===== src/eth_pkg.sv =====
`default_nettype none

package eth_pkg;

   // GMII framing
   localparam logic [7:0] PREAMBLE_BYTE = 8'h55;
   localparam logic [7:0] SFD_BYTE      = 8'hD5;
   localparam int         PREAMBLE_LEN  = 7;   // Bytes before the SFD
   localparam int         IFG_LEN       = 12;  // Idle cycles between frames

   // CRC-32 of IEEE 802.3, reflected form
   localparam logic [31:0] CRC_POLY = 32'hEDB88320;
   localparam logic [31:0] CRC_INIT = 32'hFFFFFFFF;
   localparam int          FCS_LEN  = 4;       // FCS bytes, LSB first

endpackage

`default_nettype wire


===== src/tx_pkg.sv =====
`default_nettype none

package tx_pkg;

   localparam int LEN_W   = 11;  // Payload length field, 1 to 2047
   localparam int NUM_SRC = 2;

   // Frame descriptor offered by a source
   typedef struct packed {
      logic [LEN_W-1:0] length;
      logic [7:0]       seed;   // Payload byte i is seed + i
   } tx_desc_t;

   // Registered GMII transmit pins
   typedef struct packed {
      logic [7:0] txd;
      logic       tx_en;
   } gmii_tx_t;

   typedef logic src_idx_t;     // One bit covers both sources

   typedef enum logic [1:0] {
      ARB_IDLE,
      ARB_BUSY,     // Framer owns the granted descriptor
      ARB_RELEASE   // Waiting for the source to drop req
   } arb_state_t;

   typedef enum logic [2:0] {
      FRM_IDLE,
      FRM_PRE,
      FRM_SFD,
      FRM_DATA,
      FRM_FCS,
      FRM_IFG
   } frm_state_t;

endpackage

`default_nettype wire

===== src/crc32_gen.sv =====
`timescale 1ns/1ns
`default_nettype none

module crc32_gen
   import eth_pkg::*;
(
   input  logic       GMII_GTX_CLK_int,
   input  logic       rst_n_i,
   input  logic       clr_i,
   input  logic       en_i,
   input  logic [7:0] byte_i,
   input  logic [1:0] sel_i,
   output logic [7:0] fcs_byte_o
);

   logic [31:0] crc_q;
   logic [31:0] fcs;

   // One byte through the reflected LFSR, bit 0 first
   function automatic logic [31:0] crc_step(input logic [31:0] c, input logic [7:0] b);
      logic [31:0] r;
      r = c;
      for (int i = 0; i < 8; i++)
      begin
         if (r[0] ^ b[i])
            r = (r >> 1) ^ CRC_POLY;
         else
            r = r >> 1;
      end
      return r;
   endfunction

   always_ff @(posedge GMII_GTX_CLK_int)
   begin
      if (!rst_n_i || clr_i)
         crc_q <= CRC_INIT;
      else if (en_i)
         crc_q <= crc_step(crc_q, byte_i);
   end

   // Reflected register is already in wire bit order
   assign fcs        = ~crc_q;
   assign fcs_byte_o = fcs[{sel_i, 3'b000} +: 8];

endmodule

`default_nettype wire


===== src/gmii_framer.sv =====
`timescale 1ns/1ns
`default_nettype none

module gmii_framer
   import eth_pkg::*, tx_pkg::*;
(
   input  logic       GMII_GTX_CLK_int,
   input  logic       rst_n_i,
   input  logic       frm_req_i,
   input  tx_desc_t   frm_desc_i,
   output logic       frm_ack_o,
   output logic       crc_clr_o,
   output logic       crc_en_o,
   output logic [7:0] crc_byte_o,
   output logic [1:0] fcs_sel_o,
   input  logic [7:0] fcs_byte_i,
   output gmii_tx_t   gmii_o
);

   frm_state_t       state;
   logic [LEN_W-1:0] cnt;        // Byte or cycle count within a state
   logic [7:0]       pay_byte;

   // Descriptor is stable until the ack, so no local copy
   assign pay_byte = frm_desc_i.seed + cnt[7:0];

   // CRC control runs one cycle ahead of the registered pins
   assign crc_clr_o  = (state == FRM_PRE);
   assign crc_en_o   = (state == FRM_DATA);
   assign crc_byte_o = pay_byte;
   assign fcs_sel_o  = cnt[1:0];

   always_ff @(posedge GMII_GTX_CLK_int)
   begin
      if (!rst_n_i)
      begin
         state     <= FRM_IDLE;
         cnt       <= '0;
         frm_ack_o <= 1'b0;
         gmii_o    <= '0;
      end
      else
      begin
         gmii_o <= '0;   // Idle unless a state drives a byte
         unique case (state)
            FRM_IDLE:
               if (frm_req_i && !frm_ack_o)
               begin
                  cnt   <= '0;
                  state <= FRM_PRE;
               end
            FRM_PRE:
            begin
               gmii_o.txd   <= PREAMBLE_BYTE;
               gmii_o.tx_en <= 1'b1;
               if (cnt == LEN_W'(PREAMBLE_LEN - 1))
               begin
                  cnt   <= '0;
                  state <= FRM_SFD;
               end
               else
                  cnt <= cnt + 1'b1;
            end
            FRM_SFD:
            begin
               gmii_o.txd   <= SFD_BYTE;
               gmii_o.tx_en <= 1'b1;
               state        <= FRM_DATA;
            end
            FRM_DATA:
            begin
               gmii_o.txd   <= pay_byte;
               gmii_o.tx_en <= 1'b1;
               if (cnt == frm_desc_i.length - 1'b1)   // Last payload byte
               begin
                  cnt   <= '0;
                  state <= FRM_FCS;
               end
               else
                  cnt <= cnt + 1'b1;
            end
            FRM_FCS:
            begin
               gmii_o.txd   <= fcs_byte_i;   // CRC has folded every payload byte
               gmii_o.tx_en <= 1'b1;
               if (cnt == LEN_W'(FCS_LEN - 1))
               begin
                  cnt       <= '0;
                  frm_ack_o <= 1'b1;
                  state     <= FRM_IFG;
               end
               else
                  cnt <= cnt + 1'b1;
            end
            FRM_IFG:
            begin
               // Gap is counted only once req has fallen
               if (frm_ack_o)
               begin
                  if (!frm_req_i)
                     frm_ack_o <= 1'b0;
               end
               else if (cnt == LEN_W'(IFG_LEN - 1))
                  state <= FRM_IDLE;
               else
                  cnt <= cnt + 1'b1;
            end
            default: state <= FRM_IDLE;
         endcase
      end
   end

   // Pins go idle only once the last FCS byte has been sent
   a_tx_en_cont: assert property (@(posedge GMII_GTX_CLK_int) disable iff (!rst_n_i)
      $fell(gmii_o.tx_en) |-> frm_ack_o);

endmodule

`default_nettype wire


===== src/gmii_tx_top.sv =====
`timescale 1ns/1ns
`default_nettype none

module gmii_tx_top
   import tx_pkg::*;
(
   input  logic                   GMII_GTX_CLK_int,
   input  logic                   rst_n_i,
   input  logic     [NUM_SRC-1:0] src_req_i,
   input  tx_desc_t [NUM_SRC-1:0] src_desc_i,
   output logic     [NUM_SRC-1:0] src_ack_o,
   output gmii_tx_t               gmii_o
);

   logic       frm_req;
   tx_desc_t   frm_desc;
   logic       frm_ack;
   logic       crc_clr;
   logic       crc_en;
   logic [7:0] crc_byte;
   logic [1:0] fcs_sel;
   logic [7:0] fcs_byte;

   tx_arbiter arbiter_inst (
      .GMII_GTX_CLK_int (GMII_GTX_CLK_int),
      .rst_n_i          (rst_n_i),
      .src_req_i        (src_req_i),
      .src_desc_i       (src_desc_i),
      .src_ack_o        (src_ack_o),
      .frm_req_o        (frm_req),
      .frm_desc_o       (frm_desc),
      .frm_ack_i        (frm_ack)
   );

   gmii_framer framer_inst (
      .GMII_GTX_CLK_int (GMII_GTX_CLK_int),
      .rst_n_i          (rst_n_i),
      .frm_req_i        (frm_req),
      .frm_desc_i       (frm_desc),
      .frm_ack_o        (frm_ack),
      .crc_clr_o        (crc_clr),
      .crc_en_o         (crc_en),
      .crc_byte_o       (crc_byte),
      .fcs_sel_o        (fcs_sel),
      .fcs_byte_i       (fcs_byte),
      .gmii_o           (gmii_o)
   );

   crc32_gen crc_inst (
      .GMII_GTX_CLK_int (GMII_GTX_CLK_int),
      .rst_n_i          (rst_n_i),
      .clr_i            (crc_clr),
      .en_i             (crc_en),
      .byte_i           (crc_byte),
      .sel_i            (fcs_sel),
      .fcs_byte_o       (fcs_byte)
   );

endmodule

`default_nettype wire


===== src/tx_arbiter.sv =====
`timescale 1ns/1ns
`default_nettype none

module tx_arbiter
   import tx_pkg::*;
(
   input  logic                   GMII_GTX_CLK_int,
   input  logic                   rst_n_i,
   input  logic     [NUM_SRC-1:0] src_req_i,
   input  tx_desc_t [NUM_SRC-1:0] src_desc_i,
   output logic     [NUM_SRC-1:0] src_ack_o,
   output logic                   frm_req_o,
   output tx_desc_t               frm_desc_o,
   input  logic                   frm_ack_i
);

   arb_state_t state;
   src_idx_t   grant;      // Source currently being served
   src_idx_t   last_srv;   // Source served most recently
   src_idx_t   winner;

   // Round robin, a tie goes to the source not served last
   always_comb
   begin
      if (src_req_i[0] && src_req_i[1])
         winner = ~last_srv;
      else if (src_req_i[1])
         winner = 1'b1;
      else
         winner = 1'b0;
   end

   always_ff @(posedge GMII_GTX_CLK_int)
   begin
      if (!rst_n_i)
      begin
         state     <= ARB_IDLE;
         grant     <= 1'b0;
         last_srv  <= 1'b0;   // So source 1 wins the first tie
         frm_req_o <= 1'b0;
         src_ack_o <= '0;
      end
      else
      begin
         unique case (state)
            ARB_IDLE:
               if (|src_req_i && !frm_ack_i)
               begin
                  grant     <= winner;
                  frm_req_o <= 1'b1;
                  state     <= ARB_BUSY;
               end
            ARB_BUSY:
               if (frm_ack_i)   // Last FCS byte is out
               begin
                  frm_req_o        <= 1'b0;
                  src_ack_o[grant] <= 1'b1;
                  last_srv         <= grant;
                  state            <= ARB_RELEASE;
               end
            ARB_RELEASE:
               if (!src_req_i[grant])
               begin
                  src_ack_o <= '0;
                  state     <= ARB_IDLE;
               end
            default: state <= ARB_IDLE;
         endcase
      end
   end

   // Descriptor held for the whole frame
   always_ff @(posedge GMII_GTX_CLK_int)
   begin
      if (state == ARB_IDLE && |src_req_i)
         frm_desc_o <= src_desc_i[winner];
   end

   a_one_ack: assert property (@(posedge GMII_GTX_CLK_int) disable iff (!rst_n_i)
      $onehot0(src_ack_o));

   a_idle_no_ack: assert property (@(posedge GMII_GTX_CLK_int) disable iff (!rst_n_i)
      (state == ARB_IDLE && !frm_req_o) |-> (src_ack_o == '0));

endmodule

`default_nettype wire


===== config.mk =====
export PLATFORM = sky130hd
export DESIGN_NAME = gmii_tx_top
export DESIGN_NICKNAME = d
export VERILOG_FILES = /design/src/eth_pkg.sv /design/src/tx_pkg.sv /design/src/crc32_gen.sv /design/src/gmii_framer.sv /design/src/gmii_tx_top.sv /design/src/tx_arbiter.sv
export SDC_FILE = /design/constraint.sdc
export NUM_CORES = 1
export LEC_CHECK = 0
export BUFFER_PORTS_ARGS = -buffer_cell sky130_fd_sc_hd__buf_2
export CAP_MARGIN = 0
export CORE_AREA = 2 2 115 117
export CTS_CLUSTER_SIZE = 40
export DETAILED_ROUTE_END_ITERATION = 16
export DIE_AREA = 0 0 117 119
export PLACE_DENSITY = 0.68
export SYNTH_ARGS = -nofsm -noshare
export SYNTH_HDL_FRONTEND = slang
export SYNTH_SLANG_ARGS = --single-unit
export TNS_END_PERCENT = 30

===== constraint.sdc =====
create_clock -name GMII_GTX_CLK_int -period 4.1 [get_ports GMII_GTX_CLK_int]
set_input_delay 0.82 -clock GMII_GTX_CLK_int [delete_from_list [all_inputs] [get_ports GMII_GTX_CLK_int]]
set_output_delay 0.82 -clock GMII_GTX_CLK_int [all_outputs]
set_load 0.05 [all_outputs]

==> results.yml, run 1 <==
cts:
  cts_tree: "built"
  path_clk_slew_ns: 0.06
  clk_path_buf_depth: 2
  clock_latency_ns: 0.34
  root_buffer: "clkbuf_16"
  post_cts_resize_count: 0
  ctsHoldBuffers: 0
  cts.sinks: 82
  post_cts_buffers: 0
  h-tree-depth: 3
  cts_buffers: 9
detailed_routing:
  wl_per_cell_microns: 16.3
  drcViolationCount: 0
  drt-initial-drc-count: 250
  vias: 3821
  drt_pass1_iterations: 7
  vias_per_cell: 5.31
  wl_mm: 11.8
  postRouteAntennaNets: 0
outcome:
  status: "finished, final reports clean"
placed_design:
  io_buffers: 52
  place.detailed.hpwl_mm: 8.53
  place.gp.congestion: 0.842
  placed_cell_area_sq_um: 5460
  preCtsSetupSlack_ns: 0.837
timing:
  setup_slack_ns: 0.794
  holdWs_ns: 0.466
  post-route-min-period_ns: 3.31
  rsz0062_at_grt: "no"
  hold_viol: 0
  tns_ns: 0
  drv_slew: 0
  post-route-period-util_pct: 80.6
  max_slew_margin_pct: 23.6
  worst_pin_slew_ns: 1.14
  setup_viol: 0
  clock_skew_ns: 0.00482
  max_freq_mhz: 302
global_route:
  grt_overflow: 0
  grt_max_degree: 24
  grt_antenna_before_repair: 0
  first_global_vias: 3857
  grt_usage_pct: 18.0
  grt_pass1_wl_mm: 19.5
synth:
  synth_top_cell_by_area: "dfxtp_1"
  synth-adder-area-share_pct: 2.91
  synth_compound_area_share_pct: 14.4
  netlist-cell-type-count: 58
  synthSimpleGateAreaFrac_pct: 11.3
  avgSynthCellArea_sq_um: 10.2
  synthTopCellsByCount: "dfxtp_1, xnor2_1, nand2_1, nor2_1, xor2_1"
  synth_most_common_cell: "dfxtp_1"
  synth.ff_latch_count: 82
  synth_area_sq_um: 4990
  synth.mux.area_fraction_pct: 8.92
  synth_top_family_by_area: "XOR/XNOR gates"
  synth_nets: 544
  synth.yosys.seq_area_share_pct: 36.7
  synth_edf_count: 19
  synth_ff_type: "dfxtp_1"
  syn_inst: 491
  synth_warnings: 0
  synthTopCellsByArea: "dfxtp_1, edfxtp_1, xnor2_1"
  async_flop_share_pct: 0
  synth_top_area_share_pct: 25.3
  synthXorXnorAreaFrac_pct: 22.9
pwr:
  power.density_nw_per_um2: 411
  p_leak_nw: 2.19
  ir_drop_mv: 0.206
final_layout:
  antennaDiodeCount: 0
  drive_gt1_share_pct: 21.1
  nNetsFinal: 592
  fill_cells: 1206
  multi_input_area_sq_um: 3030
  regArea_sq_um: 1830
  area_delta_synth_final_pct: 15.4
  finalInstanceArea_sq_um: 5760
  utilization_pct: 44.8
setup_path:
  critPathKind: "flip-flop to flip-flop"
  crit_fanout: 7
  arrival_ns: 3.54
  cp_data_required_time_ns: 4.33
  reg2reg_depth: 9
  startpoint_type: "flip-flop"
  worst_setup_path_end_kind: "flip-flop"
die:
  rows: 42
  start_util_pct: 38.8
  core_sq_um: 12900
  die_w_microns: 117
  die_height_microns: 119
  io_pins: 53
  die_area_sq_um: 13900
hold_path:
  min_path_type: "flip-flop to flip-flop"
  hold_path_depth: 2
flow_run:
  maxCapViolCount: 0
-- kinds of logic (layout without fill, tap and decap cells) --
kind of cell / count (synthesis) / after routing
AND/OR/NAND/NOR: 120 / 120
AO/OA/AOI/OAI: 105 / 105
XOR/XNOR: 105 / 105
flip-flops: 82 / 82
buffers and inverters: 36 / 89
multiplexers: 32 / 32
adder cells (fa/ha/maj): 11 / 11
-- power by group --
part / internal, mW / switching [mW]
logic: 0.312 / 0.324
registers: 0.858 / 0.0238
clock network: 0.526 / 0.323
total: 1.70 / 0.671
-- worst max-delay path, cell delays in order (launching register included) --
cell	delay [ns]
edfxtp_1	0.39
ha_1	0.26
fa_1	0.48
a211oi_1	0.25
o21bai_1	0.11
a21oi_1	0.27
xor3_1	0.56
xor3_1	0.53
xor2_1	0.18
o22a_1	0.17
-- through the flow --
step,cells,total power [mW]
after detailed placement,704,1.53
after floorplan,491,1.40
after global routing,720,2.47
after CTS,720,2.39
after global placement,704,1.52
final,720,2.37
-- cell usage in the layout (no fill, tap or decap), types with 3 or more instances in the layout --
cell type   n
clkbuf_16   9
xor3_1      3
a211oi_1    4
o21a_1      5
o22a_1     15
inv_1      11
xor2_1     27
o22ai_1    13
xor2_2      3
dfxtp_1    63
ha_1       10
buf_4       9
and3_1      3
nand2_1    39
nor2_1     39
and4b_1     3
a21oi_1    21
o21ai_0    19
a31oi_1     5
mux2i_1     4
mux2_2     20
nor2b_1     3
xnor3_1     9
mux4_2      8
nand3_1     9
or3_1       3
a21o_1      4
buf_2      52
edfxtp_1   19
nor3_1      6
clkinv_1    4
xnor2_1    61
nor4_1      5
-- worst paths after layout --
| check | slack (ns) | to | from |
|---|---|---|---|
| setup / recovery | 0.79 | crc_inst.crc_q[29]$_SDFFE_PP1P_ | arbiter_inst.frm_desc_o[0]$_DFFE_PP_ |
| hold / removal | 0.47 | arbiter_inst.src_ack_o[0]$_SDFFE_PN0P_ | arbiter_inst.src_ack_o[0]$_SDFFE_PN0P_ |
| setup reg to reg | 0.79 | crc_inst.crc_q[29]$_SDFFE_PP1P_ | arbiter_inst.frm_desc_o[0]$_DFFE_PP_ |
| hold reg to reg | 0.47 | arbiter_inst.src_ack_o[0]$_SDFFE_PN0P_ | arbiter_inst.src_ack_o[0]$_SDFFE_PN0P_ |
-- state kept, by name, indices dropped and copies added, names as in the netlist --
name,flops
crc_inst.crc_q,32
arbiter_inst.frm_desc_o,19
framer_inst.cnt,11
framer_inst.gmii_o,9
framer_inst.state,3
arbiter_inst.src_ack_o,2
arbiter_inst.state,2
arbiter_inst.frm_req_o,1
arbiter_inst.grant,1
arbiter_inst.last_srv,1
framer_inst.frm_ack_o,1
-- area by class of cell --
type	count	share of cell area, %
sequential	82	31.8
clock inverter	7	1.45
multi-input combinational	373	52.6
tap	176	3.82
timing repair buffer	61	5.69
inverter	12	0.781
clock buffer	9	3.91
-- metal layers --
layer	global-route usage [%]	vias up	routed length, microns	part of all wire, %
met5	0	-	0	0
met1	23.8	1846	5330	45
met4	7.57	0	336	2.9
li1	-	1856	-	-
met2	29.0	97	5700	48
met3	2.65	22	399	3.4
Note: power is estimated with default switching activity, not from simulation.
==> inputs of run 2 (changes only) <==
ABC_AREA = 1   (was not set)
CORE_AREA = 2 2 123 125   (was 2 2 115 117)
DIE_AREA = 0 0 125 127   (was 0 0 117 119)
PLACE_DENSITY = 0.7   (was 0.68)
clock period = 2.8 ns   (was 4.1 ns; I/O delays follow)
==> results.yml, run 2 <==
outcome:
  status: "finished, final reports clean"
pwr:
  p_int_mw: 3.25
  p_total_mw: 6.12
  swShare_pct: 46.9
  power_frac_seq_pct: 27.5
  pwr-share-comb_pct: 52.0
  power.density_nw_per_um2: 948
  ir_drop_mv: 0.430
  clkPwrFrac_pct: 20.6
  switchingPower_mw: 2.87
  p_leak_nw: 3.00
synth:
  async_flop_share_pct: 0
  synth_warnings: 0
  synthTopCellsByCount: "nand2_1, inv_1, a21oi_1"
  synth_edf_count: 19
  avgSynthCellArea_sq_um: 6.83
  synth_nets: 884
  syn_inst: 831
  synth_top_cell_by_area: "dfxtp_1"
  synth_top_area_share_pct: 22.2
  netlist-cell-type-count: 47
  synth_most_common_cell: "nand2_1"
  synth_ff_type: "dfxtp_1"
  synth.yosys.seq_area_share_pct: 32.3
  synth.ff_latch_count: 82
  synthTopCellsByArea: "dfxtp_1, nand2_1, edfxtp_1"
  synth_area_sq_um: 5680
final_layout:
  max_flop_register: "crc_inst.crc_q"
  nNetsFinal: 936
  reg_top3: "crc_inst.crc_q: 32 flops, arbiter_inst.frm_desc_o: 19 flops, framer_inst.cnt: 11 flops"
  largest_reg_flops: 32
  utilization_pct: 44.8
  area_delta_synth_final_pct: 13.8
  mostFrequentLayoutCell: "nand2_1"
  fill_cells: 1506
  antennaDiodeCount: 0
  drive_gt1_share_pct: 15.7
  mostFrequentLayoutCells: "nand2_1, inv_1, a21oi_1"
global_route:
  use_met1_pct: 25.0
  grt_usage_pct: 18.6
  grt_antenna_before_repair: 0
  grt_overflow: 0
  first_global_vias: 4877
  globalRouteMet2Util_pct: 30.0
  grt_busiest_layer: "met2"
  grt_pass1_wl_mm: 24.1
  grt_use_met3_pct: 3.69
  grt_max_degree: 34
timing:
  drv_slew: 0
  setup_viol: 0
  post-route-period-util_pct: 94.2
  hold_viol: 0
  max_freq_mhz: 379
  rsz0062_at_grt: "yes"
  worst_pin_slew_ns: 0.863
  max_slew_margin_pct: 42.4
  clock_skew_ns: 0.0104
  post-route-min-period_ns: 2.64
cts:
  cts_tree: "built"
  clock_latency_ns: 0.36
  cts_buffers: 9
  root_buffer: "clkbuf_16"
  path_clk_slew_ns: 0.07
  cts.sinks: 82
  clk_path_buf_depth: 2
  h-tree-depth: 3
  ctsHoldBuffers: 0
die:
  io_pins: 53
  die_w_microns: 125
  rows: 44
  core_sq_um: 14400
  die_area_sq_um: 15900
  start_util_pct: 39.4
  die_height_microns: 127
detailed_routing:
  postRouteAntennaNets: 0
  drcViolationCount: 0
  drt_pass1_iterations: 5
  wl_per_cell_microns: 13.4
  vias: 5473
  wl_mm: 14.4
  vias_per_cell: 5.11
  drt-initial-drc-count: 500
setup_path:
  crit_fanout: 8
  arrival_ns: 2.88
  cp_data_required_time_ns: 3.05
  regToRegSetupSlack_ns: 0.16
  startpoint_type: "flip-flop"
  worst_setup_path_end_kind: "flip-flop"
  critPathKind: "flip-flop to flip-flop"
placed_design:
  place.detailed.hpwl_mm: 10.5
  place.gp.congestion: 0.925
  io_buffers: 52
hold_path:
  min_path_type: "flip-flop to flip-flop"
flow_run:
  maxCapViolCount: 0
## run 2: cell type report
| type | instances | area [sq um] | area share (%) |
|---|---|---|---|
| tap | 184 | 230 | 3.56 |
| inverter | 104 | 397 | 6.14 |
| clock inverter | 7 | 81.3 | 1.26 |
| sequential | 82 | 1830 | 28.4 |
| timing repair buffer | 71 | 403 | 6.24 |
| multi-input combinational | 615 | 3290 | 50.9 |
| clock buffer | 9 | 225 | 3.49 |
## run 2: final timing paths
path,startpoint,endpoint,cells past startpoint
max,arbiter_inst.frm_desc_o[0]$_DFFE_PP_,crc_inst.crc_q[24]$_SDFFE_PP1P_,15
min,arbiter_inst.src_ack_o[1]$_SDFFE_PN0P_,arbiter_inst.src_ack_o[1]$_SDFFE_PN0P_,2
max reg2reg,arbiter_inst.frm_desc_o[0]$_DFFE_PP_,crc_inst.crc_q[24]$_SDFFE_PP1P_,15
min reg2reg,arbiter_inst.src_ack_o[1]$_SDFFE_PN0P_,arbiter_inst.src_ack_o[1]$_SDFFE_PN0P_,2
## run 2: power by group through the flow
stage               Sequential, mW  Clock (mW)  Combinational (mW)
detailed placement            1.70           0                3.08
CTS                           1.68        1.28                3.10
global route                  1.71        1.32                3.58
global placement              1.70           0                3.06
floorplan                     1.76           0                2.37
finish                        1.68        1.26                3.18
## run 2: per-layer routing
| metal | share of wire (%) | routed length, microns | vias to the layer above |
|---|---|---|---|
| li1 | - | - | 2784 |
| met1 | 47 | 6820 | 2504 |
| met2 | 45 | 6440 | 152 |
| met3 | 5.0 | 723 | 33 |
| met4 | 2.7 | 393 | 0 |
| met5 | 0 | 0 | - |
## run 2: timing repair
item,CTS,global route
setup endpoints to repair,0,6
setup buffers,0,7
resized for setup,0,2
## run 2: worst max-delay path: stages, from the launching register on
cell and delay (ns):
edfxtp_1 0.36, ha_1 0.25, fa_1 0.60, inv_1 0.05, nand2_1 0.10, nand2_4 0.10
inv_1 0.09, nand2_1 0.08, nand2_4 0.13, xor2_2 0.20, xor2_1 0.25, inv_1 0.07
nand2_1 0.07, nand2_1 0.05, nand2_1 0.05, nand3_1 0.06
## run 2: kinds of logic (layout without fill, tap and decap cells)
family                     after synthesis  after routing  synth area share, %
and+or+nand+nor                        399            399                 29.8
buffers and inverters                  134            191                 10.0
AOI/OAI and AO/OA                      132            132                 13.0
DFF                                     82             82                 32.3
xor gates and xnor gates                54             54                 8.60
muxes                                   19             19                 3.77
adders and majority gates               11             11                 2.56
## run 2: through the flow
stage          setup TNS (ns)  worst slack, ns  hold WS [ns]  instances  area [sq um]
6_report                    0            0.163         0.461       1072          6460
5_1_grt               -0.0199          -0.0108         0.489       1072          6460
4_1_cts                     0            0.100         0.458       1065          6400
3_5_place_dp                0            0.128         0.444       1049          6090
3_3_place_gp                0            0.136         0.444       1049          6090
2_1_floorplan               0            0.228         0.437        831          5680
==> inputs of run 3 (changes only) <==
PLACE_DENSITY = 0.58   (was 0.7)
==> results.yml, run 3 (synthesis results as in run 2) <==
outcome:
  status: "finished, final reports clean"
final_layout:
  max_flop_register: "crc_inst.crc_q"
  reg_top3: "crc_inst.crc_q: 32 flops, arbiter_inst.frm_desc_o: 19 flops, framer_inst.cnt: 11 flops"
  nNetsFinal: 941
  drive_gt1_share_pct: 16.3
  area_delta_synth_final_pct: 14.7
  largest_reg_flops: 32
  mostFrequentLayoutCells: "nand2_1, inv_1, a21oi_1"
  finalInstanceArea_sq_um: 6510
  antennaDiodeCount: 0
  mostFrequentLayoutCell: "nand2_1"
global_route:
  grt_usage_pct: 19.2
  grt_max_degree: 29
  grt_antenna_before_repair: 0
  grt_pass1_wl_mm: 24.5
  grt_overflow: 0
  first_global_vias: 4878
pwr:
  p_leak_nw: 3.03
  power.density_nw_per_um2: 950
  ir_drop_mv: 0.392
  power_frac_seq_pct: 27.1
  switchingPower_mw: 2.82
  clkPwrFrac_pct: 20.4
  p_int_mw: 3.36
  swShare_pct: 45.6
  pwr-share-comb_pct: 52.5
placed_design:
  placed_cell_area_sq_um: 6140
  place.detailed.hpwl_mm: 11.0
  preCtsSetupSlack_ns: 0.133
  place.gp.congestion: 0.840
  io_buffers: 52
timing:
  post-route-period-util_pct: 93.5
  setup_slack_ns: 0.183
  clock_skew_ns: 0.00673
  drv_slew: 0
  rsz0062_at_grt: "yes"
  max_slew_margin_pct: 60.7
  post-route-min-period_ns: 2.62
  worst_pin_slew_ns: 0.588
  setup_viol: 0
  max_freq_mhz: 382
  hold_viol: 0
setup_path:
  crit_fanout: 8
  cp_slowest_stage_delay_ns: 0.62
  critical_path.slowest_cell: "fa_2"
  arrival_ns: 2.86
  critPathKind: "flip-flop to flip-flop"
  crit_path_frequent_cell: "nand2_1"
  cp_data_required_time_ns: 3.04
  worst_setup_path_end_kind: "flip-flop"
  path_cells: "ha_1, fa_2, inv_1, nand2_1, nand2_4, inv_1, nand2_1, nand2_4, xor2_1, inv_1, nand2_1, nand2_1, nand2_1, nand2_1, inv_1, nand2_1, nand3_1, nand2_1"
  startpoint_type: "flip-flop"
detailed_routing:
  wl_per_cell_microns: 13.9
  wl_mm: 14.9
  drt_pass1_iterations: 6
  drcViolationCount: 0
  postRouteAntennaNets: 0
  vias_per_cell: 5.01
  drt-initial-drc-count: 418
  vias: 5396
die:
  rows: 44
  die_w_microns: 125
  die_height_microns: 127
  core_sq_um: 14400
  start_util_pct: 39.4
  die_area_sq_um: 15900
  io_pins: 53
cts:
  cts_buffers: 9
  path_clk_slew_ns: 0.06
  root_buffer: "clkbuf_16"
  clk_path_buf_depth: 2
  h-tree-depth: 3
  cts_tree: "built"
  clock_latency_ns: 0.35
  cts.sinks: 82
flow_run:
  maxCapViolCount: 0
hold_path:
  min_path_type: "flip-flop to flip-flop"
-- run 3: changes by cell type in the layout (fill, tap and decap cells not counted), sizes merged --
cell,previous run,this run
inv,108,104
clkinvlp,2,1
bufinv,1,2
clkbuf,9,10
clkinv,0,3
buf,71,76
-- run 3: final cells by class --
cell class | count | area [sq um]
clock buffers | 10 | 229
clock inverters | 6 | 81.3
fillers | 1504 | 7910
inverters | 104 | 393
multi-input cells | 615 | 3310
flip-flops and latches | 82 | 1830
well taps | 184 | 230
repair buffers | 76 | 440
-- run 3: worst max-delay path, delay by kind of cell (launching register included) --
kind / cells / cell delay, ns
xor gates and xnor gates: 1 / 0.22
adders and majority gates: 2 / 0.87
buffers and inverters: 4 / 0.25
DFF: 1 / 0.37
and+or+nand+nor: 11 / 0.81
-- run 3: path summary, 6_finish.rpt --
kind / slack [ns] / endpoint / from / cells after the start
hold reg to reg: 0.46 / arbiter_inst.src_ack_o[1]$_SDFFE_PN0P_ / arbiter_inst.src_ack_o[1]$_SDFFE_PN0P_ / 2
setup / recovery: 0.18 / crc_inst.crc_q[23]$_SDFFE_PP1P_ / arbiter_inst.frm_desc_o[0]$_DFFE_PP_ / 18
hold / removal: 0.46 / arbiter_inst.src_ack_o[1]$_SDFFE_PN0P_ / arbiter_inst.src_ack_o[1]$_SDFFE_PN0P_ / 2
setup reg to reg: 0.18 / crc_inst.crc_q[23]$_SDFFE_PP1P_ / arbiter_inst.frm_desc_o[0]$_DFFE_PP_ / 18
-- run 3: power by group through the flow --
stage | clock network (mW) | logic (mW) | registers, mW
2_1_floorplan | 0 | 2.37 | 1.76
3_3_place_gp | 0 | 3.16 | 1.70
3_5_place_dp | 0 | 3.16 | 1.70
4_1_cts | 1.29 | 3.18 | 1.68
5_1_grt | 1.33 | 3.64 | 1.71
6_report | 1.26 | 3.25 | 1.68
-- run 3: timing repair --
item	CTS	global route
endpoints found under the hold margin	0	0
buffers inserted	0	5
hold buffers	0	0
gates resized for setup	0	7
setup endpoints to repair	0	11
-- run 3: stage by stage --
step | total power [mW] | utilization [%] | TNS, ns | hold slack (ns) | std cells
CTS | 6.14 | 44.7 | 0 | 0.459 | 1072
finish | 6.19 | 45.2 | 0 | 0.457 | 1077
global route | 6.68 | 45.2 | -0.00826 | 0.473 | 1077
floorplan | 4.13 | - | 0 | 0.437 | 831
global placement | 4.85 | 42.6 | 0 | 0.444 | 1056
detailed placement | 4.86 | 42.6 | 0 | 0.438 | 1056
-- run 3: layer usage --
| metal | track usage (%) | wire length, microns | vias to the layer above |
|---|---|---|---|
| met1 | 26.0 | 7030 | 2443 |
| met5 | 0 | 0 | - |
| met4 | 6.73 | 295 | 0 |
| li1 | - | - | 2792 |
| met2 | 31.1 | 6790 | 139 |
| met3 | 3.27 | 804 | 22 |
